[config.mk]
export PLATFORM = sky130hd
export DESIGN_NAME = StoreAllocator
export DESIGN_NICKNAME = d
export VERILOG_FILES = /design/src/design/StoreCommitPkg.sv /design/src/design/StoreAllocator.sv
export SDC_FILE = /design/constraint.sdc
export NUM_CORES = 1
export LEC_CHECK = 0
export BUFFER_PORTS_ARGS = -buffer_cell sky130_fd_sc_hd__clkbuf_2
export CORE_ASPECT_RATIO = 1.25
export CORE_MARGIN = 8
export CORE_UTILIZATION = 40
export CTS_BUF_LIST = sky130_fd_sc_hd__clkbuf_4
export CTS_CLUSTER_SIZE = 12
export DETAILED_ROUTE_END_ITERATION = 7
export GPL_TIMING_DRIVEN = 1
export PLACE_DENSITY = 0.75
export SLEW_MARGIN = 20
export SYNTH_ARGS = -nofsm -noshare
export SYNTH_HDL_FRONTEND = slang
export SYNTH_SLANG_ARGS = --single-unit
[constraint.sdc]
create_clock -name clk -period 0.8 [get_ports clk]
set_input_delay 0.08 -clock clk [delete_from_list [all_inputs] [get_ports clk]]
set_output_delay 0.08 -clock clk [all_outputs]
set_load 0.05 [all_outputs]
[src/design/StoreCommitPkg.sv]
// ----------------------------------------------------------------------
// Store commit package
// Sizes, widths, enums and the store queue entry shared by the store
// side of the load/store unit.
// ----------------------------------------------------------------------
`default_nettype none

package StoreCommitPkg;

    // Address space and data word.
    localparam int ADDR_WIDTH = 10;
    localparam int WORD_WIDTH = 32;
    localparam int BYTE_NUM = WORD_WIDTH / 8;
    localparam int BYTE_OFFSET_WIDTH = $clog2(BYTE_NUM);
    localparam int WORD_ADDR_WIDTH = ADDR_WIDTH - BYTE_OFFSET_WIDTH;
    localparam int MEM_WORD_NUM = 2 ** WORD_ADDR_WIDTH;

    // Store queue and commit pipeline.
    localparam int SQ_ENTRY_NUM = 8;
    localparam int COMMIT_WIDTH = 2;
    // The head plus the two stores that the tag and data stages can hold.
    localparam int SQ_WINDOW_NUM = 3;

    // Data cache geometry and miss timing.
    localparam int LINE_WORD_NUM = 4;
    localparam int CACHE_LINE_NUM = 8;
    localparam int LINE_OFFSET_WIDTH = $clog2(LINE_WORD_NUM);
    localparam int LINE_INDEX_WIDTH = $clog2(CACHE_LINE_NUM);
    localparam int TAG_WIDTH = WORD_ADDR_WIDTH - LINE_INDEX_WIDTH - LINE_OFFSET_WIDTH;
    localparam int MISS_LATENCY = 4;
    localparam int FILL_COUNT_WIDTH = $clog2(MISS_LATENCY + 1);

    // Byte addresses from here upward belong to the IO port.
    localparam logic [ADDR_WIDTH-1:0] IO_BASE = 10'h3C0;

    typedef logic [$clog2(SQ_ENTRY_NUM)-1:0] SqIndex;
    typedef logic [$clog2(SQ_ENTRY_NUM + 1)-1:0] SqCount;
    typedef logic [$clog2(COMMIT_WIDTH + 1)-1:0] CommitCount;

    typedef enum logic [1:0] {
        SIZE_BYTE = 2'd0,
        SIZE_HALF = 2'd1,
        SIZE_WORD = 2'd2
    } AccessSize;

    typedef enum logic {
        PHASE_COMMIT = 1'b0,
        PHASE_RECOVER = 1'b1
    } CommitPhase;

    typedef struct packed {
        logic [WORD_ADDR_WIDTH-1:0] wordAddr;
        logic [WORD_WIDTH-1:0] data;
        logic [BYTE_NUM-1:0] byteEn;
        logic isIO;
    } StoreEntry;

endpackage

`default_nettype wire
[src/design/StoreAllocator.sv]
// ----------------------------------------------------------------------
// Store allocator
// Registers one store request per cycle and turns its size and address
// into an aligned word with byte enables and an IO flag.
// ----------------------------------------------------------------------
`timescale 1ns/100ps
`default_nettype none

module StoreAllocator import StoreCommitPkg::*; (
    input  wire                    clk,
    input  wire                    rstN,
    input  wire                    storeValid,
    input  wire [ADDR_WIDTH-1:0]   storeAddr,
    input  wire AccessSize         storeSize,
    input  wire [WORD_WIDTH-1:0]   storeData,
    output logic                   allocValid,
    output StoreEntry              allocEntry
);

    logic [BYTE_OFFSET_WIDTH-1:0] lane;
    logic [BYTE_NUM-1:0] sizeMask;
    logic [WORD_WIDTH-1:0] bitMask;
    logic [BYTE_NUM-1:0] byteEn;
    logic [WORD_WIDTH-1:0] laneData;

    always_comb begin
        lane = storeAddr[BYTE_OFFSET_WIDTH-1:0];
        // Halves align down to an even byte, words to the word boundary.
        case (storeSize)
            SIZE_BYTE: begin
                sizeMask = BYTE_NUM'(1);
            end
            SIZE_HALF: begin
                sizeMask = BYTE_NUM'(3);
                lane[0] = 1'b0;
            end
            default: begin
                sizeMask = '1;
                lane = '0;
            end
        endcase

        // Unused source bytes are cleared before the shift.
        for (int i = 0; i < BYTE_NUM; i++) begin
            bitMask[8*i +: 8] = {8{sizeMask[i]}};
        end

        byteEn = sizeMask << lane;
        laneData = (storeData & bitMask) << (8 * lane);
    end

    always_ff @(posedge clk or negedge rstN) begin
        if (!rstN) begin
            allocValid <= 1'b0;
        end else begin
            allocValid <= storeValid;
        end
    end

    always_ff @(posedge clk) begin
        allocEntry.wordAddr <= storeAddr[ADDR_WIDTH-1:BYTE_OFFSET_WIDTH];
        allocEntry.data <= laneData;
        allocEntry.byteEn <= byteEn;
        allocEntry.isIO <= (storeAddr >= IO_BASE);
    end

endmodule

`default_nettype wire

==> metrics.cfg <==
[synthesis]
synthesis.area_mm2 = 0.00155
synth-edff-count = 0
yosys_most_used_dff = dfxtp_1
synthesis.nets = 175
synth_area_leaders = dfxtp_1, a22o_1, o221ai_2, nand2_1, nand3b_1
yosys.area.top_type = dfxtp_1
synth.avg_cell_area_um2 = 12.1
yosysMostFrequentCell = dfxtp_1
synth_seq_cells = 46
synth_commonest_cells = dfxtp_1, nand2_1, a22o_1
async_reset_ff_share_pct = 2.17
ys_types = 21
postSynthCellCount = 128
yosysTopAreaCellShare_pct = 58.3
synth-seq-area-share_pct = 59.9
synth-warning-count = 0

[run]
drv_cap = 0

[floorplanning]
die_area_mm2 = 0.00612
rows = 25
dieHeight_um = 85.5
core_area_mm2 = 0.00375
pin_count = 93
initial_core_util_pct = 41.2
dieWidth_um = 71.6

[layout]
area_delta_synth_final_pct = 123
nNetsFinal = 324
stdcell_area_mm2 = 0.00344
drive_above_1_share_pct = 62.9
final_util_pct = 91.7

[sta]
slew_violations = 0
max_freq_mhz = 927
finalWorstSetupSlack_ns = -0.279
fin_hold_ws_ns = -0.0402
setup_viol = 46
post-route-period-util_pct = 135
hold_viol = 2
relSlewSlack_pct = 63.6
worst_pin_slew_ns = 0.546
rsz0062_at_grt = true
period_minus_slack_ns = 1.08

[global_route]
grt_use_total_pct = 29.3
antenna_found_initial = 0
grt_pass1_vias = 1911
grt_max_degree = 16
overflow = 0
grt_pass1_wl_mm = 13.3

[hold_path]
min_path_cells = 2
holdPathEnd = allocEntry[21]
min-delay-start = storeData[0]
hp-class = in2reg

[critical_path]
path_delay_family = flip-flops
cp_num_buf_inv = 1
crit_slowest_cell = dfrtp_1
startpoint_type = flip-flop
cp_data_arrival_time_ns = 1.00
cpPeakStageDelay_ns = 0.44
critPathLaunch = allocValid
worstPathCellList = buf_8
path_class = reg2out
worstSetupEndpointType = output pin
crit_required_ns = 0.72
critPathMaxFanout = 1

[clocking]
root_buffer = clkbuf_4
cts_made_buffers = 5
cts_tree = done
ctsHtreeMaxLevel = 2
clock_path_buffers = 2
cts_num_sinks = 46
clk_pin_slew_ns = 0.17

[route]
wl_met1_mm = 3.72
top_layer_used = met4
drc = 0
drt-total-wl_mm = 9.23
drt.antenna.violating_nets = 0
drt_pass1_iterations = 4
met2_length_mm = 4.28
wire_per_inst_um = 28.9
drt-initial-drc-count = 179
via_per_inst = 5.77
vias = 1841
wl_met3_um = 974

[run_status]
status = complete, but fails checks
violations = hold timing, setup timing

[place]
dp_hpwl_mm = 3.60
portBuffers = 92
place.gp.congestion = 0.775
place_area_mm2 = 0.00214

[power_and_ir_drop]
powerDensity_mw_per_mm2 = 1810
ir_drop_mv = 1.39
leakage_nw = 1.59

power breakdown:
part,switching (W),internal [W],total (W)
clock,0.000886,0.000665,0.00155
combinational,0.00106,0.000988,0.00205
sequential,0.000137,0.00249,0.00263
total,0.00208,0.00414,0.00623
placed cells by master (no fill, tap or decap):
master           n
nor2_2           1
nand3b_1         7
diode_2          1
o221ai_2         7
nor2_1           1
dfrtp_1          1
a21oi_1          1
o21bai_1         3
inv_6            1
inv_1            2
clkbuf_2        43
nand2_2          4
buf_12           2
nor2b_4          1
dlymetal6s4s_1   2
and2_1           8
dfxtp_2         45
or2_1            1
bufinv_16        1
nand3_1          1
buf_4           16
clkbuf_4         5
clkbuf_16       27
a22o_1          17
o21bai_4         1
o22ai_1          1
nor3_4           1
dlygate4sd3_1   40
clkinv_2         1
nand2_1         17
and4_1           1
buf_8           19
worst max path at each step:
stage	end	cells past startpoint	slack [ns]
CTS	allocValid	1	-0.25
finish	allocValid	1	-0.28
global route	allocValid	1	-0.29
detailed placement	allocEntry[28]	4	-0.19
global placement	allocEntry[32]	4	-0.13
floorplan	allocEntry[14]	4	0.009
per-layer routing:
metal  track usage, %  vias up
met4             9.87        0
met2             47.1      154
met5                0        -
met1             36.3      914
li1                 -      752
met3             8.63       21
flip-flops by register name (all words and copies together), names as in the netlist:
signal and cells:
allocEntry 45, allocValid 1
per-stage QoR:
stage / hold slack, ns / setup slack, ns / total power [W] / TNS [ns] / std cells
after floorplan: -0.216 / 0.00950 / 0.00339 / 0 / 128
after global placement: -0.145 / -0.134 / 0.00378 / -3.51 / 270
after detailed placement: -0.143 / -0.185 / 0.00380 / -4.27 / 270
after CTS: 0.0222 / -0.248 / 0.00589 / -7.62 / 321
after global routing: -0.0363 / -0.293 / 0.00635 / -9.85 / 318
final: -0.0402 / -0.279 / 0.00623 / -9.06 / 319
logic make-up after synthesis:
family                 Yosys count  synth area share (%)
buffers and inverters            9                  4.62
AO/OA/AOI/OAI                   30                  19.8
AND/OR/NAND/NOR                 43                  15.6
flip-flops                      46                  59.9
layout make-up:
| cell class | instances | area [um^2] |
|---|---|---|
| Timing Repair Buffer | 149 | 1760 |
| Sequential cell | 46 | 982 |
| Multi-Input combinational cell | 73 | 558 |
| Fill cell | 122 | 310 |
| Tap cell | 40 | 50.0 |
| Clock inverter | 3 | 43.8 |
| Clock buffer | 5 | 37.5 |
| Inverter | 2 | 7.51 |
| Antenna cell | 1 | 2.50 |
repair_timing:
item / 4_1_cts / 5_1_grt
cloned: 0 / 0
endpoints found under the hold margin: 43 / 0
hold buffers: 43 / 0
pin swaps: 0 / 1
gates resized for setup: 154 / 35
setup endpoints to repair: 46 / 54
setup buffers: 0 / 1
No activity file was read; power rests on OpenSTA's default activity.
