**src/design/StoreCommitPkg.sv**
```systemverilog
// ----------------------------------------------------------------------
// Store commit package
// Sizes, widths, enums and the store queue entry shared by the store
// side of the load/store unit.
// ----------------------------------------------------------------------
`default_nettype none

package StoreCommitPkg;

    // Address space and data word.
    localparam int ADDR_WIDTH = 10;
    localparam int WORD_WIDTH = 32;
    localparam int BYTE_NUM = WORD_WIDTH / 8;
    localparam int BYTE_OFFSET_WIDTH = $clog2(BYTE_NUM);
    localparam int WORD_ADDR_WIDTH = ADDR_WIDTH - BYTE_OFFSET_WIDTH;
    localparam int MEM_WORD_NUM = 2 ** WORD_ADDR_WIDTH;

    // Store queue and commit pipeline.
    localparam int SQ_ENTRY_NUM = 8;
    localparam int COMMIT_WIDTH = 2;
    // The head plus the two stores that the tag and data stages can hold.
    localparam int SQ_WINDOW_NUM = 3;

    // Data cache geometry and miss timing.
    localparam int LINE_WORD_NUM = 4;
    localparam int CACHE_LINE_NUM = 8;
    localparam int LINE_OFFSET_WIDTH = $clog2(LINE_WORD_NUM);
    localparam int LINE_INDEX_WIDTH = $clog2(CACHE_LINE_NUM);
    localparam int TAG_WIDTH = WORD_ADDR_WIDTH - LINE_INDEX_WIDTH - LINE_OFFSET_WIDTH;
    localparam int MISS_LATENCY = 4;
    localparam int FILL_COUNT_WIDTH = $clog2(MISS_LATENCY + 1);

    // Byte addresses from here upward belong to the IO port.
    localparam logic [ADDR_WIDTH-1:0] IO_BASE = 10'h3C0;

    typedef logic [$clog2(SQ_ENTRY_NUM)-1:0] SqIndex;
    typedef logic [$clog2(SQ_ENTRY_NUM + 1)-1:0] SqCount;
    typedef logic [$clog2(COMMIT_WIDTH + 1)-1:0] CommitCount;

    typedef enum logic [1:0] {
        SIZE_BYTE = 2'd0,
        SIZE_HALF = 2'd1,
        SIZE_WORD = 2'd2
    } AccessSize;

    typedef enum logic {
        PHASE_COMMIT = 1'b0,
        PHASE_RECOVER = 1'b1
    } CommitPhase;

    typedef struct packed {
        logic [WORD_ADDR_WIDTH-1:0] wordAddr;
        logic [WORD_WIDTH-1:0] data;
        logic [BYTE_NUM-1:0] byteEn;
        logic isIO;
    } StoreEntry;

endpackage

`default_nettype wire
```
**src/design/StoreQueueIF.sv**
```systemverilog
// ----------------------------------------------------------------------
// Store queue to committer link
// Carries the oldest queue entries and the committed count to the
// commit pipeline, and the head release strobe back.
// ----------------------------------------------------------------------
`timescale 1ns/100ps
`default_nettype none

interface StoreQueueIF import StoreCommitPkg::*; ();

    // High while the queue holds at least one entry.
    logic headValid;

    // Entry i is the one i places behind the head.
    StoreEntry [SQ_WINDOW_NUM-1:0] headEntry;

    // Committed entries that have not been released yet.
    SqCount pendingNum;

    // One-cycle strobe that frees exactly the head entry.
    logic releaseHead;

    modport queue (
        output headValid,
        output headEntry,
        output pendingNum,
        input  releaseHead
    );

    modport committer (
        input  headValid,
        input  headEntry,
        input  pendingNum,
        output releaseHead
    );

endinterface

`default_nettype wire

```
**src/design/StoreQueue.sv**
```systemverilog
// ----------------------------------------------------------------------
// Store queue
// Circular buffer of stores with head, commit and tail pointers. Commit
// marks the oldest entries, release frees the head, recovery truncates.
// ----------------------------------------------------------------------
`timescale 1ns/100ps
`default_nettype none

module StoreQueue import StoreCommitPkg::*; (
    input  wire               clk,
    input  wire               rstN,
    input  wire               allocValid,
    input  wire StoreEntry    allocEntry,
    input  wire               commitStore,
    input  wire CommitCount   commitStoreNum,
    input  wire               recover,
    output logic              full,
    StoreQueueIF.queue        sq
);

    // Pointers carry one wrap bit above the index, so head == tail is empty
    // and a distance of SQ_ENTRY_NUM is full.
    SqCount headPtr;
    SqCount commitPtr;
    SqCount tailPtr;
    SqCount nextCommitPtr;
    SqCount usedNum;
    logic allocAccept;

    StoreEntry entries [SQ_ENTRY_NUM];

    always_comb begin
        usedNum = tailPtr - headPtr;
        full = (usedNum == SqCount'(SQ_ENTRY_NUM));
        allocAccept = allocValid && !full && !recover;

        nextCommitPtr = commitPtr;
        if (commitStore) begin
            nextCommitPtr = commitPtr + SqCount'(commitStoreNum);
        end
    end

    // Head-side view for the commit pipeline.
    always_comb begin
        sq.headValid = (usedNum != '0);
        sq.pendingNum = commitPtr - headPtr;
        for (int i = 0; i < SQ_WINDOW_NUM; i++) begin
            sq.headEntry[i] = entries[SqIndex'(headPtr + SqCount'(i))];
        end
    end

    always_ff @(posedge clk or negedge rstN) begin
        if (!rstN) begin
            headPtr <= '0;
            commitPtr <= '0;
            tailPtr <= '0;
        end else begin
            if (sq.releaseHead) begin
                headPtr <= headPtr + 1'b1;
            end

            commitPtr <= nextCommitPtr;

            // Recovery drops everything younger than the commit boundary,
            // counting any commit that lands in the same cycle.
            if (recover) begin
                tailPtr <= nextCommitPtr;
            end else if (allocAccept) begin
                tailPtr <= tailPtr + 1'b1;
            end
        end
    end

    always_ff @(posedge clk) begin
        if (allocAccept) begin
            entries[SqIndex'(tailPtr)] <= allocEntry;
        end
    end

endmodule

`default_nettype wire

```
**src/flat_wrapper.sv**
```systemverilog
// flat-port wrapper written by rule: the top's interface ports become plain ports
module StoreQueue_flat import StoreCommitPkg::*;
  (clk, rstN, allocValid, allocEntry, commitStore, commitStoreNum, recover, full, sq_headValid, sq_headEntry, sq_pendingNum, sq_releaseHead);
  StoreQueueIF sq_i ();
  input  wire clk;
  input  wire rstN;
  input  wire allocValid;
  input  wire StoreEntry allocEntry;
  input  wire commitStore;
  input  wire CommitCount commitStoreNum;
  input  wire recover;
  output logic full;
  output wire logic [$bits(sq_i.headValid)-1:0] sq_headValid;
  output wire logic [$bits(sq_i.headEntry)-1:0] sq_headEntry;
  output wire logic [$bits(sq_i.pendingNum)-1:0] sq_pendingNum;
  input wire logic [$bits(sq_i.releaseHead)-1:0] sq_releaseHead;
  assign sq_headValid = sq_i.headValid;
  assign sq_headEntry = sq_i.headEntry;
  assign sq_pendingNum = sq_i.pendingNum;
  assign sq_i.releaseHead = sq_releaseHead;
  StoreQueue u_core (.clk(clk), .rstN(rstN), .allocValid(allocValid), .allocEntry(allocEntry), .commitStore(commitStore), .commitStoreNum(commitStoreNum), .recover(recover), .full(full), .sq(sq_i));
endmodule
```
**config.mk**
```make
export PLATFORM = sky130hd
export DESIGN_NAME = StoreQueue_flat
export DESIGN_NICKNAME = d
export VERILOG_FILES = /design/src/design/StoreCommitPkg.sv /design/src/design/StoreQueueIF.sv /design/src/design/StoreQueue.sv /design/src/flat_wrapper.sv
export SDC_FILE = /design/constraint.sdc
export NUM_CORES = 1
export LEC_CHECK = 0
export BUFFER_PORTS_ARGS = -buffer_cell sky130_fd_sc_hd__clkbuf_2
export CAP_MARGIN = 20
export CORE_ASPECT_RATIO = 1.25
export CORE_MARGIN = 5
export CORE_UTILIZATION = 64
export DETAILED_ROUTE_END_ITERATION = 8
export GPL_TIMING_DRIVEN = 0
export PLACE_DENSITY = 0.85
export SYNTH_ARGS = -nofsm -noshare
export SYNTH_HDL_FRONTEND = slang
export SYNTH_SLANG_ARGS = --single-unit
```
**constraint.sdc**
```tcl
create_clock -name clk -period 11.6 [get_ports clk]
set_input_delay 1.16 -clock clk [delete_from_list [all_inputs] [get_ports clk]]
set_output_delay 1.16 -clock clk [all_outputs]
set_load 0.02 [all_outputs]
```
==> impl_metrics.tcl, run 1 <==
set metrics [dict create \
    hold_slack_ns 0.521 \
    fin_ws_ns 6.52 \
    synth_area_leaders "edfxtp_1, mux4_2, mux2_2" \
    start_kind "register" \
    tightest_slew_ns 1.09 \
    outcome "completed" \
    drt_iter0_drc 1301 \
    crit_path_end_kind "output pin" \
    worstPathRequired_ns 10.44 \
    ir_drop_v 0.000214 \
    seq_area_frac_synth_pct 59.6 \
    cp.arrival_ns 3.92 \
    post_drt_wl_per_cell_um 30.6 \
    synth_top_cell_by_area "edfxtp_1" \
    post_cts_resized 0 \
    crit_buf_inv 7 \
    clk_path_buf_depth 3 \
    die_x_um 163 \
    fmax_mhz 197 \
    post-cts-setup-buffers 0 \
    die-area_mm2 0.0326 \
    grt.overflow.total 0 \
    syn_nets 1002 \
    synth_seq_cells 372 \
    place_ws_ns 6.60 \
    htree_levels 2 \
    initial_core_util_pct 65.2 \
    syn_inst 936 \
    grt_max_degree 24 \
    port_buffers 193 \
    critPathMaxStageDelay_ns 0.74 \
    max_cap_viol_count 0 \
    rows 69 \
    ant_nets 0 \
    ctsHoldBuffers 0 \
    grt_pass1_vias 11846 \
    netlist.area_leader.share_pct 58.0 \
    syn_avg_cell_area_um2 19.9 \
    yosysMostFrequentCell "edfxtp_1" \
    finalSetupViolations 0 \
    slew_headroom_pct 27.1 \
    grt_pass1_wl_mm 73.2 \
    antenna_found_initial 2 \
    cp_slowest_cell "buf_1" \
    crit_path_frequent_cell "buf_2" \
    routed_wl_mm 49.5 \
    synth_common_cells "edfxtp_1, mux2_2, mux4_2" \
    worstPathMaxFanout 11 \
    area_growth_pct 16.4 \
    instances_no_fill 1619 \
    dp_hpwl_mm 33.3 \
    netlist_area_mm2 0.0186 \
    leakagePower_nw 7.49 \
    synth_edf_count 360 \
    cts_made_buffers 37 \
    worst-setup-path-type "register to output pin" \
    hold_path_class "register to register" \
    slew_viol_final 0 \
    drive_gt1_share_pct 59.2 \
    antenna_cells 0 \
    tns_ns 0 \
    worstPathCellList "buf_2 -> inv_1 -> buf_2 -> buf_1 -> ha_1 -> nand3b_1 -> a21oi_1 -> or4_4 -> buf_6 -> clkinv_8 -> clkbuf_2" \
    gp_congestion 0.845 \
    ys_dominant_reg_cell "edfxtp_1" \
    ys_types 37 \
    async_reset_ff_share_pct 3.23 \
    viasPerCell 6.94 \
    cts_root_buffer "clkbuf_16" \
    cts.sinks 372 \
    vias 11230 \
    final_hold_viol_count 0 \
    post-place-cells 1560 \
    firstDrtPassIters 5 \
    cts_tree "done" \
    pin_count 194 \
    core_mm2 0.0286 \
    grt_usage_pct 30.3 \
    path_delay_family "buffers and inverters" \
    clock_latency_ns 0.52 \
    clock_skew_ns 0.0191 \
    fin_nets 1275 \
    dieHeight_um 201 \
    yosys_warnings 0 \
    clkTransAtPathRegs_ns 0.06 \
    rsz0062_at_grt "false" \
    timing.final.crit_share_pct 43.8 \
    finalCriticalPeriod_ns 5.08 \
    drc_errors 0 \
    p_per_area_mw_per_mm2 322 \
]
## worst reg2reg max path, stage by stage, from the launching register on
cell and delay, ns:
dfrtp_1 0.44, buf_2 0.27, inv_1 0.14, buf_2 0.33, buf_1 0.74, ha_1 0.40
nand3b_1 0.11, and3_1 0.19, or4_4 0.14, buf_6 0.13, nand2_1 0.16, nor4_2 0.81
buf_4 0.32, buf_4 0.22, buf_4 0.21, buf_4 0.18
## layer usage
| layer | track usage [%] | up-vias | routed length, um |
|---|---|---|---|
| met1 | 39.3 | 5818 | 17400 |
| met4 | 10.8 | 4 | 1750 |
| li1 | - | 4522 | - |
| met2 | 52.0 | 753 | 26000 |
| met5 | 0 | - | 27 |
| met3 | 5.30 | 133 | 4370 |
## logic make-up (layout without fill, tap and decap cells)
group,after synthesis,count (layout),synth area share [%]
buffers and inverters,78,371,1.86
multiplexers,405,405,35.4
AND/OR/NAND/NOR,40,40,1.11
XOR/XNOR,11,11,0.517
adder cells (fa/ha/maj),13,13,0.954
AO/OA/AOI/OAI,17,17,0.551
flip-flops,372,372,59.6
## cells in the final DEF (no fill, tap or decap), types with 8 or more instances in the layout
cell type,synthesis,layout
buf_2,27,27
edfxtp_1,360,360
dfrtp_1,12,12
mux4_2,180,180
clkbuf_16,0,37
clkbuf_1,29,35
ha_1,11,11
buf_4,0,30
inv_1,11,11
clkbuf_2,0,193
nand2_1,10,10
mux2_2,225,225
buf_1,8,8
## registers in the layout (all words and copies together), names as in the netlist
name / flops
u_core.tailPtr: 4
u_core.headPtr: 4
u_core.entries: 360
u_core.commitPtr: 4
## cell type report
class                      instances  area (um2)
buffer                            65         285
multi-input combinational        486        7230
clock inverter                    16         173
fill                            1611        6890
timing repair buffer             234        1390
clock buffer                      43         948
sequential                       372       11100
tap                              390         488
inverter                          13        61.3
## worst paths after layout
path,start,end,slack (ns),cells past startpoint
worst max-delay path,u_core.headPtr[1],full,6.52,11
min in group asynchronous,rstN,u_core.tailPtr[3],0.53,1
max in group asynchronous,rstN,u_core.headPtr[2],10.82,1
worst min-delay path,u_core.commitPtr[3],u_core.commitPtr[3],0.52,1
worst max register to register,u_core.headPtr[1],u_core.entries[2][24],6.54,15
worst min register to register,u_core.commitPtr[3],u_core.commitPtr[3],0.52,1
## report_power, final
part	switching, mW	internal (mW)
Combinational	2.39	1.77
Clock	0.480	0.669
Sequential	0.0677	1.60
## metrics by stage
stage	area, um2	total power, mW	utilization [%]
detailed placement	20600	5.83	72.0
floorplan	18600	4.51	-
CTS	21700	6.99	75.9
global placement	20100	5.76	70.3
global route	21700	7.23	75.9
finish	21700	6.98	75.9
Note: power is estimated with default switching activity, not from simulation.
==> run 2, diff against run 1 <==
--- a/config.mk
+++ b/config.mk
@@ -9,10 +9,10 @@
 export CAP_MARGIN = 20
 export CORE_ASPECT_RATIO = 1.25
 export CORE_MARGIN = 5
-export CORE_UTILIZATION = 64
+export CORE_UTILIZATION = 60
 export DETAILED_ROUTE_END_ITERATION = 8
 export GPL_TIMING_DRIVEN = 0
-export PLACE_DENSITY = 0.85
+export PLACE_DENSITY = 0.8
 export SYNTH_ARGS = -nofsm -noshare
 export SYNTH_HDL_FRONTEND = slang
 export SYNTH_SLANG_ARGS = --single-unit
==> constraint.sdc (replaced) <==
create_clock -name clk -period 5.1 [get_ports clk]
set_input_delay 0.51 -clock clk [delete_from_list [all_inputs] [get_ports clk]]
set_output_delay 0.51 -clock clk [all_outputs]
set_load 0.02 [all_outputs]
==> impl_metrics.tcl, run 2 (same netlist as run 1, synthesis figures left out) <==
set metrics [dict create \
    rsz0062_at_grt "false" \
    worst-setup-path-type "register to register" \
    final_hold_viol_count 0 \
    slew_headroom_pct 24.8 \
    port_buffers 193 \
    clkPwrFrac_pct 16.9 \
    final_cell_mix "edfxtp_1, mux2_2, clkbuf_2" \
    outcome "completed" \
    worstPathRequired_ns 5.31 \
    internal_power_mw 9.23 \
    dieHeight_um 207 \
    tightest_slew_ns 1.12 \
    cts_made_buffers 38 \
    vias 10769 \
    leakagePower_nw 7.44 \
    fmax_mhz 212 \
    slew_viol_final 0 \
    design_area_mm2 0.0218 \
    routed_wl_mm 47.3 \
    placed_area_mm2 0.0206 \
    drc_errors 0 \
    post_drt_wl_per_cell_um 29.0 \
    cts.sinks 372 \
    largest_reg_flops 360 \
    drt_iter0_drc 1021 \
    clock_latency_ns 0.52 \
    start_kind "register" \
    grt_max_degree 24 \
    timing.final.crit_share_pct 92.5 \
    clk_path_buf_depth 3 \
    area_growth_pct 16.8 \
    sw_frac_of_total_pct 41.7 \
    seq_power_share_pct 24.0 \
    post_cts_resized 0 \
    ant_nets 0 \
    grt.overflow.total 0 \
    die_x_um 168 \
    clock_skew_ns 0.0115 \
    crit_path_end_kind "register" \
    post-cts-setup-buffers 0 \
    viasPerCell 6.61 \
    cts_root_buffer "clkbuf_16" \
    drive_gt1_share_pct 58.2 \
    rows 72 \
    pin_count 194 \
    cp.arrival_ns 4.93 \
    firstDrtPassIters 7 \
    hold_path_class "input pin to register" \
    tns_ns 0 \
    worstPathMaxFanout 23 \
    p_sw_mw 6.60 \
    clkTransAtPathRegs_ns 0.06 \
    fin_nets 1260 \
    finalSetupViolations 0 \
    antenna_found_initial 4 \
    die-area_mm2 0.0347 \
    gp_congestion 0.817 \
    final_common_cell "edfxtp_1" \
    initial_core_util_pct 60.5 \
    finalCriticalPeriod_ns 4.72 \
    cts_tree "done" \
    ir_drop_v 0.000427 \
    dp_hpwl_mm 32.3 \
    max_cap_viol_count 0 \
    p_per_area_mw_per_mm2 728 \
    p_comb_share_pct 59.2 \
    grt_pass1_vias 11628 \
    htree_levels 2 \
    grt_pass1_wl_mm 71.2 \
    top_register "u_core.entries" \
    grt_usage_pct 27.3 \
    core_mm2 0.0308 \
]
[run 2: cell types whose count changed in the layout (fill, tap and decap cells not counted), moves of 2 or more]
cell,previous run,this run
buf_4,30,0
buf_6,5,14
buf_8,0,4
bufinv_16,4,2
clkbuf_1,35,42
clkbuf_16,37,41
clkinv_2,6,3
diode_2,0,2
nor4_2,4,0
nor4_4,0,4
[run 2: repair_timing]
action	CTS	global route
endpoints found under the hold margin	12	0
hold buffers	1	0
setup endpoints to repair	0	0
[run 2: final timing paths]
check | from | endpoint | slack (ns) | cells past startpoint
setup / recovery | u_core.headPtr[1] | u_core.entries[6][24] | 0.38 | 12
hold / removal | sq_releaseHead | u_core.headPtr[0] | 0.24 | 2
setup reg to reg | u_core.headPtr[1] | u_core.entries[6][24] | 0.38 | 12
hold reg to reg | u_core.commitPtr[3] | u_core.commitPtr[3] | 0.52 | 1
max in group asynchronous | rstN | u_core.headPtr[2] | 4.45 | 2
min in group asynchronous | rstN | u_core.tailPtr[1] | 0.41 | 2
[run 2: power groups by stage]
| stage | combinational [mW] | clock [mW] | sequential (mW) |
|---|---|---|---|
| floorplan | 6.45 | 0 | 3.81 |
| global placement | 9.23 | 0 | 3.86 |
| detailed placement | 9.39 | 0 | 3.85 |
| CTS | 9.45 | 2.70 | 3.79 |
| global route | 9.86 | 2.82 | 3.82 |
| finish | 9.37 | 2.67 | 3.79 |
[run 2: per-layer routing]
| layer | global-route usage (%) | wire (um) | up-vias |
|---|---|---|---|
| met4 | 8.48 | 1370 | 4 |
| met5 | 0 | 21 | - |
| li1 | - | - | 4498 |
| met2 | 47.2 | 24600 | 542 |
| met3 | 4.60 | 3560 | 95 |
| met1 | 35.8 | 17700 | 5630 |
[run 2: per-stage QoR]
| step | worst slack (ns) | instances | utilization [%] | power, mW | hold WS [ns] |
|---|---|---|---|---|---|
| finish | 0.383 | 1628 | 70.6 | 15.8 | 0.239 |
| global route | 0.200 | 1628 | 70.6 | 16.5 | 0.222 |
| CTS | 0.361 | 1626 | 70.6 | 15.9 | 0.209 |
| detailed placement | 0.382 | 1560 | 66.7 | 13.2 | 0.409 |
| global placement | -3.62 | 1536 | 65.3 | 13.1 | 0.403 |
| floorplan | -0.0929 | 936 | - | 10.3 | 0.214 |
[run 2: cell type report]
cell class                 instances  area [um2]
inverter                          13        61.3
clock inverter                    10        93.8
fill                            2004        9060
timing repair buffer             218        1340
antenna                            2        5.00
multi-input combinational        486        7260
clock buffer                      55        1090
buffer                            65         285
tap                              407         509
sequential                       372       11100
[run 2: critical path: stages (launching register included)]
cell	delay, ns
dfrtp_1	0.44
buf_2	0.26
inv_1	0.12
buf_2	0.31
buf_1	0.71
ha_1	0.39
nand3b_1	0.10
and3_1	0.17
or4_4	0.13
buf_6	0.13
nand4_1	0.39
nor2_4	0.91
buf_12	0.31
