`config.mk`:
```
export PLATFORM = sky130hd
export DESIGN_NAME = StoreCommitter_flat
export DESIGN_NICKNAME = d
export VERILOG_FILES = /design/src/design/StoreCommitPkg.sv /design/src/design/StoreQueueIF.sv /design/src/design/StoreCommitter.sv /design/src/flat_wrapper.sv
export SDC_FILE = /design/constraint.sdc
export NUM_CORES = 1
export LEC_CHECK = 0
export BUFFER_PORTS_ARGS = -buffer_cell sky130_fd_sc_hd__buf_2
export CAP_MARGIN = 20
export CORE_UTILIZATION = 43
export DETAILED_ROUTE_END_ITERATION = 7
export PLACE_DENSITY = 0.85
export SYNTH_ARGS = -nofsm -noshare
export SYNTH_HDL_FRONTEND = slang
export SYNTH_SLANG_ARGS = --single-unit
```
`constraint.sdc`:
```
create_clock -name clk -period 2.5 [get_ports clk]
set_input_delay 0.5 -clock clk [delete_from_list [all_inputs] [get_ports clk]]
set_output_delay 0.5 -clock clk [all_outputs]
set_load 0.05 [all_outputs]
```
`src/design/StoreCommitPkg.sv`:
```
// ----------------------------------------------------------------------
// Store commit package
// Sizes, widths, enums and the store queue entry shared by the store
// side of the load/store unit.
// ----------------------------------------------------------------------
`default_nettype none

package StoreCommitPkg;

    // Address space and data word.
    localparam int ADDR_WIDTH = 10;
    localparam int WORD_WIDTH = 32;
    localparam int BYTE_NUM = WORD_WIDTH / 8;
    localparam int BYTE_OFFSET_WIDTH = $clog2(BYTE_NUM);
    localparam int WORD_ADDR_WIDTH = ADDR_WIDTH - BYTE_OFFSET_WIDTH;
    localparam int MEM_WORD_NUM = 2 ** WORD_ADDR_WIDTH;

    // Store queue and commit pipeline.
    localparam int SQ_ENTRY_NUM = 8;
    localparam int COMMIT_WIDTH = 2;
    // The head plus the two stores that the tag and data stages can hold.
    localparam int SQ_WINDOW_NUM = 3;

    // Data cache geometry and miss timing.
    localparam int LINE_WORD_NUM = 4;
    localparam int CACHE_LINE_NUM = 8;
    localparam int LINE_OFFSET_WIDTH = $clog2(LINE_WORD_NUM);
    localparam int LINE_INDEX_WIDTH = $clog2(CACHE_LINE_NUM);
    localparam int TAG_WIDTH = WORD_ADDR_WIDTH - LINE_INDEX_WIDTH - LINE_OFFSET_WIDTH;
    localparam int MISS_LATENCY = 4;
    localparam int FILL_COUNT_WIDTH = $clog2(MISS_LATENCY + 1);

    // Byte addresses from here upward belong to the IO port.
    localparam logic [ADDR_WIDTH-1:0] IO_BASE = 10'h3C0;

    typedef logic [$clog2(SQ_ENTRY_NUM)-1:0] SqIndex;
    typedef logic [$clog2(SQ_ENTRY_NUM + 1)-1:0] SqCount;
    typedef logic [$clog2(COMMIT_WIDTH + 1)-1:0] CommitCount;

    typedef enum logic [1:0] {
        SIZE_BYTE = 2'd0,
        SIZE_HALF = 2'd1,
        SIZE_WORD = 2'd2
    } AccessSize;

    typedef enum logic {
        PHASE_COMMIT = 1'b0,
        PHASE_RECOVER = 1'b1
    } CommitPhase;

    typedef struct packed {
        logic [WORD_ADDR_WIDTH-1:0] wordAddr;
        logic [WORD_WIDTH-1:0] data;
        logic [BYTE_NUM-1:0] byteEn;
        logic isIO;
    } StoreEntry;

endpackage

`default_nettype wire
```
`src/design/StoreQueueIF.sv`:
```
// ----------------------------------------------------------------------
// Store queue to committer link
// Carries the oldest queue entries and the committed count to the
// commit pipeline, and the head release strobe back.
// ----------------------------------------------------------------------
`timescale 1ns/100ps
`default_nettype none

interface StoreQueueIF import StoreCommitPkg::*; ();

    // High while the queue holds at least one entry.
    logic headValid;

    // Entry i is the one i places behind the head.
    StoreEntry [SQ_WINDOW_NUM-1:0] headEntry;

    // Committed entries that have not been released yet.
    SqCount pendingNum;

    // One-cycle strobe that frees exactly the head entry.
    logic releaseHead;

    modport queue (
        output headValid,
        output headEntry,
        output pendingNum,
        input  releaseHead
    );

    modport committer (
        input  headValid,
        input  headEntry,
        input  pendingNum,
        output releaseHead
    );

endinterface

`default_nettype wire

```
`src/design/StoreCommitter.sv`:
```
// ----------------------------------------------------------------------
// Store committer
// Two-stage commit pipeline. The tag stage checks and writes the cache,
// the data stage releases the queue head and drives IO stores.
// ----------------------------------------------------------------------
`timescale 1ns/100ps
`default_nettype none

module StoreCommitter import StoreCommitPkg::*; (
    input  wire                       clk,
    input  wire                       rstN,
    input  wire                       recover,
    StoreQueueIF.committer            sq,
    output logic                      cacheWriteReq,
    output StoreEntry                 cacheWriteEntry,
    input  wire                       cacheHit,
    output logic                      ioWe,
    output logic [WORD_ADDR_WIDTH-1:0] ioAddr,
    output logic [WORD_WIDTH-1:0]     ioData,
    output logic                      busyInRecovery
);

    CommitPhase phase;
    CommitPhase nextPhase;

    // Pipeline registers.
    logic tagValid;
    StoreEntry tagEntry;
    logic dataValid;
    StoreEntry dataEntry;

    SqCount inFlightNum;
    SqCount unfinishedNum;
    logic stallTag;
    logic issue;

    // Recovery lasts one cycle while the queue truncates itself.
    always_comb begin
        case (phase)
            PHASE_COMMIT: begin
                nextPhase = recover ? PHASE_RECOVER : PHASE_COMMIT;
            end
            default: begin
                nextPhase = PHASE_COMMIT;
            end
        endcase
    end

    always_ff @(posedge clk or negedge rstN) begin
        if (!rstN) begin
            phase <= PHASE_COMMIT;
        end else begin
            phase <= nextPhase;
        end
    end

    // Queue stage.
    // Committed stores not yet in the pipeline wait behind the in-flight ones.
    always_comb begin
        inFlightNum = SqCount'(tagValid) + SqCount'(dataValid);
        unfinishedNum = sq.pendingNum - inFlightNum;
        issue = (phase == PHASE_COMMIT) && sq.headValid && (unfinishedNum != '0);
        busyInRecovery = (phase == PHASE_RECOVER);
    end

    // Tag stage.
    // A cacheable store holds here until the cache reports a hit.
    always_comb begin
        cacheWriteReq = tagValid && !tagEntry.isIO;
        cacheWriteEntry = tagEntry;
        stallTag = tagValid && !tagEntry.isIO && !cacheHit;
    end

    // Data stage.
    always_comb begin
        sq.releaseHead = dataValid;
        ioWe = dataValid && dataEntry.isIO;
        ioAddr = dataEntry.wordAddr;
        ioData = dataEntry.data;
    end

    always_ff @(posedge clk or negedge rstN) begin
        if (!rstN) begin
            tagValid <= 1'b0;
            dataValid <= 1'b0;
        end else begin
            if (!stallTag) begin
                tagValid <= issue;
            end
            dataValid <= tagValid && !stallTag;
        end
    end

    always_ff @(posedge clk) begin
        if (!stallTag) begin
            tagEntry <= sq.headEntry[inFlightNum];
        end
        dataEntry <= tagEntry;
    end

endmodule

`default_nettype wire

```
`src/flat_wrapper.sv`:
```
// flat-port wrapper written by rule: the top's interface ports become plain ports
module StoreCommitter_flat import StoreCommitPkg::*;
  (clk, rstN, recover, cacheWriteReq, cacheWriteEntry, cacheHit, ioWe, ioAddr, ioData, busyInRecovery, sq_headValid, sq_headEntry, sq_pendingNum, sq_releaseHead);
  StoreQueueIF sq_i ();
  input  wire clk;
  input  wire rstN;
  input  wire recover;
  output logic cacheWriteReq;
  output StoreEntry cacheWriteEntry;
  input  wire cacheHit;
  output logic ioWe;
  output logic [WORD_ADDR_WIDTH-1:0] ioAddr;
  output logic [WORD_WIDTH-1:0] ioData;
  output logic busyInRecovery;
  input wire logic [$bits(sq_i.headValid)-1:0] sq_headValid;
  input wire logic [$bits(sq_i.headEntry)-1:0] sq_headEntry;
  input wire logic [$bits(sq_i.pendingNum)-1:0] sq_pendingNum;
  output wire logic [$bits(sq_i.releaseHead)-1:0] sq_releaseHead;
  assign sq_i.headValid = sq_headValid;
  assign sq_i.headEntry = sq_headEntry;
  assign sq_i.pendingNum = sq_pendingNum;
  assign sq_releaseHead = sq_i.releaseHead;
  StoreCommitter u_core (.clk(clk), .rstN(rstN), .recover(recover), .sq(sq_i), .cacheWriteReq(cacheWriteReq), .cacheWriteEntry(cacheWriteEntry), .cacheHit(cacheHit), .ioWe(ioWe), .ioAddr(ioAddr), .ioData(ioData), .busyInRecovery(busyInRecovery));
endmodule
```
==> results of run 1 <==
==> cell usage after synthesis <==
cell type | count | area share [%]
nand2_1 | 46 | 4.7
edfxtp_1 | 45 | 37
mux2i_1 | 45 | 12
buf_4 | 43 | 8.8
dfxtp_1 | 41 | 22
o21ai_1 | 31 | 4.2
o21ai_0 | 13 | 1.8
buf_6 | 4 | 1.2
buf_8 | 4 | 1.6
clkbuf_1 | 4 | 0.41
inv_1 | 4 | 0.41
nor2b_1 | 4 | 0.68
dfrtp_1 | 3 | 2.0
ha_1 | 3 | 1.0
a21oi_1 | 2 | 0.27
and2_1 | 1 | 0.17
nor2b_4 | 1 | 0.37
nor3_1 | 1 | 0.14
nor3b_1 | 1 | 0.20
o21ai_2 | 1 | 0.24
xnor2_1 | 1 | 0.24
==> power by group <==
| group | total [uW] | switching (uW) | internal [uW] |
|---|---|---|---|
| clock | 1040 | 499 | 539 |
| combinational | 2960 | 2290 | 679 |
| sequential | 2280 | 178 | 2100 |
| total | 6280 | 2960 | 3320 |
==> layout make-up <==
class / instances / area [sq um]
Clock buffer: 14 / 205.2
Clock inverter: 2 / 13.76
Sequential cell: 89 / 2247
Fill cell: 735 / 3463
Timing Repair Buffer: 237 / 1214
Inverter: 4 / 15.01
Tap cell: 105 / 131.4
Multi-Input combinational cell: 150 / 968.4
==> critical path, cell delays in order, from the launching register on <==
cell and delay [ns]:
dfrtp_1 0.41, ha_2 0.37, buf_4 0.39, ha_1 0.22, nor2b_1 0.18, xnor2_1 0.15
a21oi_1 0.08
==> per-layer routing <==
| metal | GRT usage, % | share of wire, % |
|---|---|---|
| met2 | 36.29 | 54 |
| met5 | 0 | 0 |
| met1 | 20.68 | 39 |
| met3 | 3.865 | 5.8 |
| met4 | 8.974 | 1.8 |
==> cell families (layout without fill, tap and decap cells) <==
| kind of cell | Yosys count | in the layout | synth area share, % |
|---|---|---|---|
| fa+ha+maj | 3 | 3 | 1.023 |
| simple gates | 54 | 54 | 6.271 |
| compound gates | 47 | 47 | 6.510 |
| buf+inv | 59 | 257 | 12.47 |
| flops | 89 | 89 | 61.21 |
| xor+xnor | 1 | 1 | 0.2386 |
| mux | 45 | 45 | 12.27 |
==> registers in the layout (all words and copies together) (netlist names) <==
name                    cells
u_core.ioData              32
u_core.ioAddr               8
u_core.tagValid             1
u_core.busyInRecovery       1
u_core.dataEntry            1
u_core.sq.releaseHead       1
u_core.cacheWriteEntry     45
==> through the flow <==
| stage | power (uW) | hold slack (ns) | cells | setup slack, ns | cell area (sq um) |
|---|---|---|---|---|---|
| after floorplan | 4917 | 0.2044 | 298 | 0.3626 | 3671 |
| final | 6285 | 0.3632 | 601 | 0.5962 | 4795 |
| after global placement | 5249 | 0.3019 | 584 | 0.6079 | 4566 |
| after CTS | 6351 | 0.3675 | 601 | 0.5766 | 4795 |
| after global routing | 6561 | 0.3725 | 601 | 0.4452 | 4795 |
| after detailed placement | 5309 | 0.3035 | 584 | 0.5561 | 4566 |
==> repair_timing <==
item                                    in CTS  in global routing
buffers inserted                             0                  0
resized for setup                            0                  0
hold buffers                                 1                  0
hold endpoints to repair                     3                  0
endpoints found under the setup margin       0                  0
==> worst max-delay path by stage <==
stage                                         start                    endpoint  slack, ns  cells after the start
final                               u_core.tagValid             u_core.tagValid       0.60                      6
after global routing                u_core.tagValid  u_core.cacheWriteEntry[10]       0.45                      5
after CTS                           u_core.tagValid             u_core.tagValid       0.58                      6
after detailed placement                   cacheHit  u_core.cacheWriteEntry[18]       0.56                      3
after global placement                     cacheHit  u_core.cacheWriteEntry[18]       0.61                      3
after floorplan           u_core.cacheWriteEntry[0]   u_core.cacheWriteEntry[0]       0.36                      2
==> results.sh, run 1 <==
export IMPL_layout_commonest_cell="buf_2"
export IMPL_overflow=0
export IMPL_ff2ff_path_depth=6
export IMPL_status="completed"
export IMPL_antenna_found_initial=0
export IMPL_die_h_microns=94.40
export IMPL_cts_max_path_buffers=2
export IMPL_insertion_delay_ns=0.34
export IMPL_final_cell_mix="buf_2, nand2_1, mux2i_1, edfxtp_1, dfxtp_1"
export IMPL_yosysSeqAreaShare_pct=61.21
export IMPL_synth_seq_cells=89
export IMPL_syn_nets=445
export IMPL_whs_path_depth=0
export IMPL_clk_pin_slew_worst_paths_ns=0.09
export IMPL_rrSetupSlack_ns=0.60
export IMPL_r2r_start="u_core.tagValid"
export IMPL_finalClockSkew_ns=0.01210
export IMPL_fin_util_pct=58.06
export IMPL_worstHoldStart="u_core.cacheWriteEntry[35]"
export IMPL_tns_ns=0
export IMPL_core_area_sq_um=8258
export IMPL_critical_path_arrival_ns=2.13
export IMPL_ant_nets=0
export IMPL_reg2reg_to="u_core.tagValid"
export IMPL_num_nets_final=638
export IMPL_drc_errors=0
export IMPL_fmax_mhz=525.3
export IMPL_clock_sinks=89
export IMPL_die_w_microns=94.40
export IMPL_areaGrowthSynthToFinish_pct=30.61
export IMPL_wl_mm=8.622
export IMPL_synth_area_per_cell_sq_um=12.32
export IMPL_vias=2784
export IMPL_port_buffers=232
export IMPL_hold_end="u_core.ioData[30]"
export IMPL_netlist_area_sq_um=3671
export IMPL_period_share_pct=76.15
export IMPL_drv_slew=0
export IMPL_syn_inst=298
export IMPL_initial_core_util_pct=44.45
export IMPL_grt_pass1_vias=2895
export IMPL_maxSlewHeadroom_pct=36.96
export IMPL_min_period_ns=1.904
export IMPL_cp_max_fo=26
export IMPL_via_per_inst=4.632
export IMPL_gp_congestion=0.8222
export IMPL_antenna_cells=0
export IMPL_min_path_type="reg2reg"
export IMPL_path_class="reg2reg"
export IMPL_required_ns=2.73
export IMPL_drt_iter0_markers=50
export IMPL_drive_above_1_share_pct=51.41
export IMPL_cts_tree="built"
export IMPL_end_kind="flip-flop"
export IMPL_ys_warn_count=0
export IMPL_powerDensity_nw_per_um2=1311
export IMPL_grt_max_degree=46
export IMPL_design_die_area_sq_um=8910
export IMPL_cp_start_kind="flip-flop"
export IMPL_grt_pass1_wl_mm=13.06
export IMPL_ir_worst_vdd_mv=0.6000
export IMPL_dp_hpwl_mm=6.641
export IMPL_htree_num_levels=3
export IMPL_finalSetupViolCount=0
export IMPL_grt_setup_unrepaired="false"
export IMPL_numCtsBuffers=9
export IMPL_root_buffer="clkbuf_8"
export IMPL_hold_viol_final=0
export IMPL_p_leak_uw=0.002328
export IMPL_synthDistinctLibCells=21
export IMPL_num_rows=33
export IMPL_drtPass1Iterations=4
export IMPL_globalRouteTotalUtil_pct=19.36
export IMPL_routedWlPerCell_microns=14.35
export IMPL_drv_cap=0
export IMPL_worstMarginPinSlew_ns=0.9456
export IMPL_pin_count=233
Note: power is estimated with default switching activity, not from simulation.
==> run 2: changes to the inputs <==
==> constraint.sdc (replaced) <==
create_clock -name clk -period 1.84 [get_ports clk]
set_input_delay 0.368 -clock clk [delete_from_list [all_inputs] [get_ports clk]]
set_output_delay 0.368 -clock clk [all_outputs]
set_load 0.05 [all_outputs]
==> run 2 against run 1 <==
- sequential power rose by 36%
- flip-flop and latch count unchanged
- routed wire length up 2.8%
- worst setup slack got worse by 0.43 ns
- critical path depth down 2
- maximum frequency increased by 13%
- first-iteration DRC count down 2.0%
- via count up 3.0%
- design area rose by 0.52%
- global-route usage rose by 0.15 points
- clock power increased by 17%
- critical path type unchanged
- largest power group unchanged
==> results.sh, run 2 (synthesized netlist as in run 1, its figures left out) <==
export IMPL_reg2reg_to="u_core.cacheWriteEntry[8]"
export IMPL_layout_commonest_cell="buf_2"
export IMPL_tns_ns=0
export IMPL_drv_cap=0
export IMPL_powerDensity_nw_per_um2=1741
export IMPL_critical_path_arrival_ns=1.78
export IMPL_whs_path_depth=2
export IMPL_maxSlewHeadroom_pct=81.07
export IMPL_fin_ws_ns=0.1616
export IMPL_dp_slack_ns=0.1473
export IMPL_via_per_inst=4.755
export IMPL_stdcell_count=603
export IMPL_rrSetupSlack_ns=0.16
export IMPL_drive_above_1_share_pct=52.21
export IMPL_period_share_pct=91.22
export IMPL_hold_viol_final=0
export IMPL_wl_mm=8.863
export IMPL_min_path_type="in2reg"
export IMPL_antenna_cells=0
export IMPL_finalSetupViolCount=0
export IMPL_final_cell_mix="buf_2, nand2_1, mux2i_1, edfxtp_1, dfxtp_1"
export IMPL_cp_max_fo=25
export IMPL_core_area_sq_um=8258
export IMPL_hold_end="u_core.busyInRecovery"
export IMPL_p_leak_uw=0.002330
export IMPL_grt_pass1_wl_mm=13.03
export IMPL_grt_use_met2_pct=37.14
export IMPL_postCtsSetupRepairBufs=0
export IMPL_areaGrowthSynthToFinish_pct=31.29
export IMPL_min_period_ns=1.678
export IMPL_cts_max_path_buffers=2
export IMPL_gp_congestion=0.8200
export IMPL_cp_start_kind="flip-flop"
export IMPL_drtPass1Iterations=4
export IMPL_grt_setup_unrepaired="false"
export IMPL_p_int_uw=4324
export IMPL_fmax_mhz=595.8
export IMPL_ir_worst_vdd_mv=0.9046
export IMPL_drv_slew=0
export IMPL_path_class="reg2reg"
export IMPL_vias=2867
export IMPL_initial_core_util_pct=44.45
export IMPL_busiest_layer="met2"
export IMPL_grt_max_degree=46
export IMPL_largest_register_ffs=45
export IMPL_use_met3_pct=4.992
export IMPL_insertion_delay_ns=0.35
export IMPL_htree_num_levels=3
export IMPL_cts_tree="built"
export IMPL_end_kind="flip-flop"
export IMPL_clock_sinks=89
export IMPL_seqPwrFrac_pct=37.0
export IMPL_overflow=0
export IMPL_worstSetupStartpoint="u_core.tagValid"
export IMPL_dp_cells=586
export IMPL_design_die_area_sq_um=8910
export IMPL_p_sw_uw=4069
export IMPL_p_clk_share_pct=14.5
export IMPL_numCtsBuffers=9
export IMPL_dp_hpwl_mm=6.680
export IMPL_die_w_microns=94.40
export IMPL_globalRouteTotalUtil_pct=19.51
export IMPL_num_rows=33
export IMPL_swShare_pct=48.48
export IMPL_ant_nets=0
export IMPL_routedWlPerCell_microns=14.70
export IMPL_pin_count=233
export IMPL_grt_pass1_vias=2827
export IMPL_r2r_start="u_core.tagValid"
export IMPL_clk_pin_slew_worst_paths_ns=0.10
export IMPL_worstHoldStart="recover"
export IMPL_drc_errors=0
export IMPL_root_buffer="clkbuf_8"
export IMPL_die_h_microns=94.40
export IMPL_antenna_found_initial=1
export IMPL_ff2ff_path_depth=4
export IMPL_worstMarginPinSlew_ns=0.2836
export IMPL_status="completed"
export IMPL_port_buffers=232
export IMPL_num_nets_final=640
export IMPL_use_met1_pct=19.98
export IMPL_drt_iter0_markers=49
export IMPL_p_comb_share_pct=48.5
export IMPL_required_ns=1.94
export IMPL_finalClockSkew_ns=0.01400
-- run 2: metrics by stage --
step	utilization (%)	total power, uW	cell area, sq um	hold slack [ns]
after floorplan	-	6691	3687	0.07241
after global placement	56.12	7153	4634	0.1657
after detailed placement	56.12	7247	4634	0.1701
after CTS	58.36	8475	4820	0.2183
after global routing	58.36	8767	4820	0.2309
final	58.36	8392	4820	0.2322
-- run 2: power groups by stage --
stage	clock (uW)	combinational, uW	sequential, uW
finish	1220	4070	3110
global route	1330	4250	3180
CTS	1260	4090	3120
detailed placement	0	4090	3160
global placement	0	4040	3110
floorplan	0	2340	4350
-- run 2: how the worst max path moves through the flow --
stage	slack, ns	endpoint	depth (start not counted)
floorplan	-0.22	u_core.cacheWriteEntry[0]	2
global placement	0.25	u_core.cacheWriteEntry[4]	4
detailed placement	0.15	u_core.cacheWriteEntry[8]	4
CTS	0.15	u_core.cacheWriteEntry[8]	4
global route	0.04	u_core.cacheWriteEntry[8]	4
finish	0.16	u_core.cacheWriteEntry[8]	4
-- run 2: area by class of cell --
cell class                 instances  area, sq um
fill                             711         3438
sequential                        89         2248
timing repair buffer             239         1266
multi-input combinational        150        979.7
tap                              105        131.4
clock buffer                       9        123.9
clock inverter                     7        51.30
inverter                           4        18.77
-- run 2: timing repair --
item / 4_1_cts / 5_1_grt
resized for setup: 0 / 0
endpoints found under the hold margin: 3 / 0
hold buffers: 1 / 0
-- run 2: critical path, cell delays in order (launching register included) --
cell and delay [ns]:
dfrtp_1 0.42, ha_2 0.44, buf_12 0.23, mux2i_1 0.26, o21ai_1 0.08
-- run 2: per-layer routing --
metal | up-vias | share of wire, %
met1 | 1335 | 35
li1 | 1379 | -
met2 | 140 | 55
met4 | 0 | 1.7
met5 | - | 0
met3 | 13 | 8.1
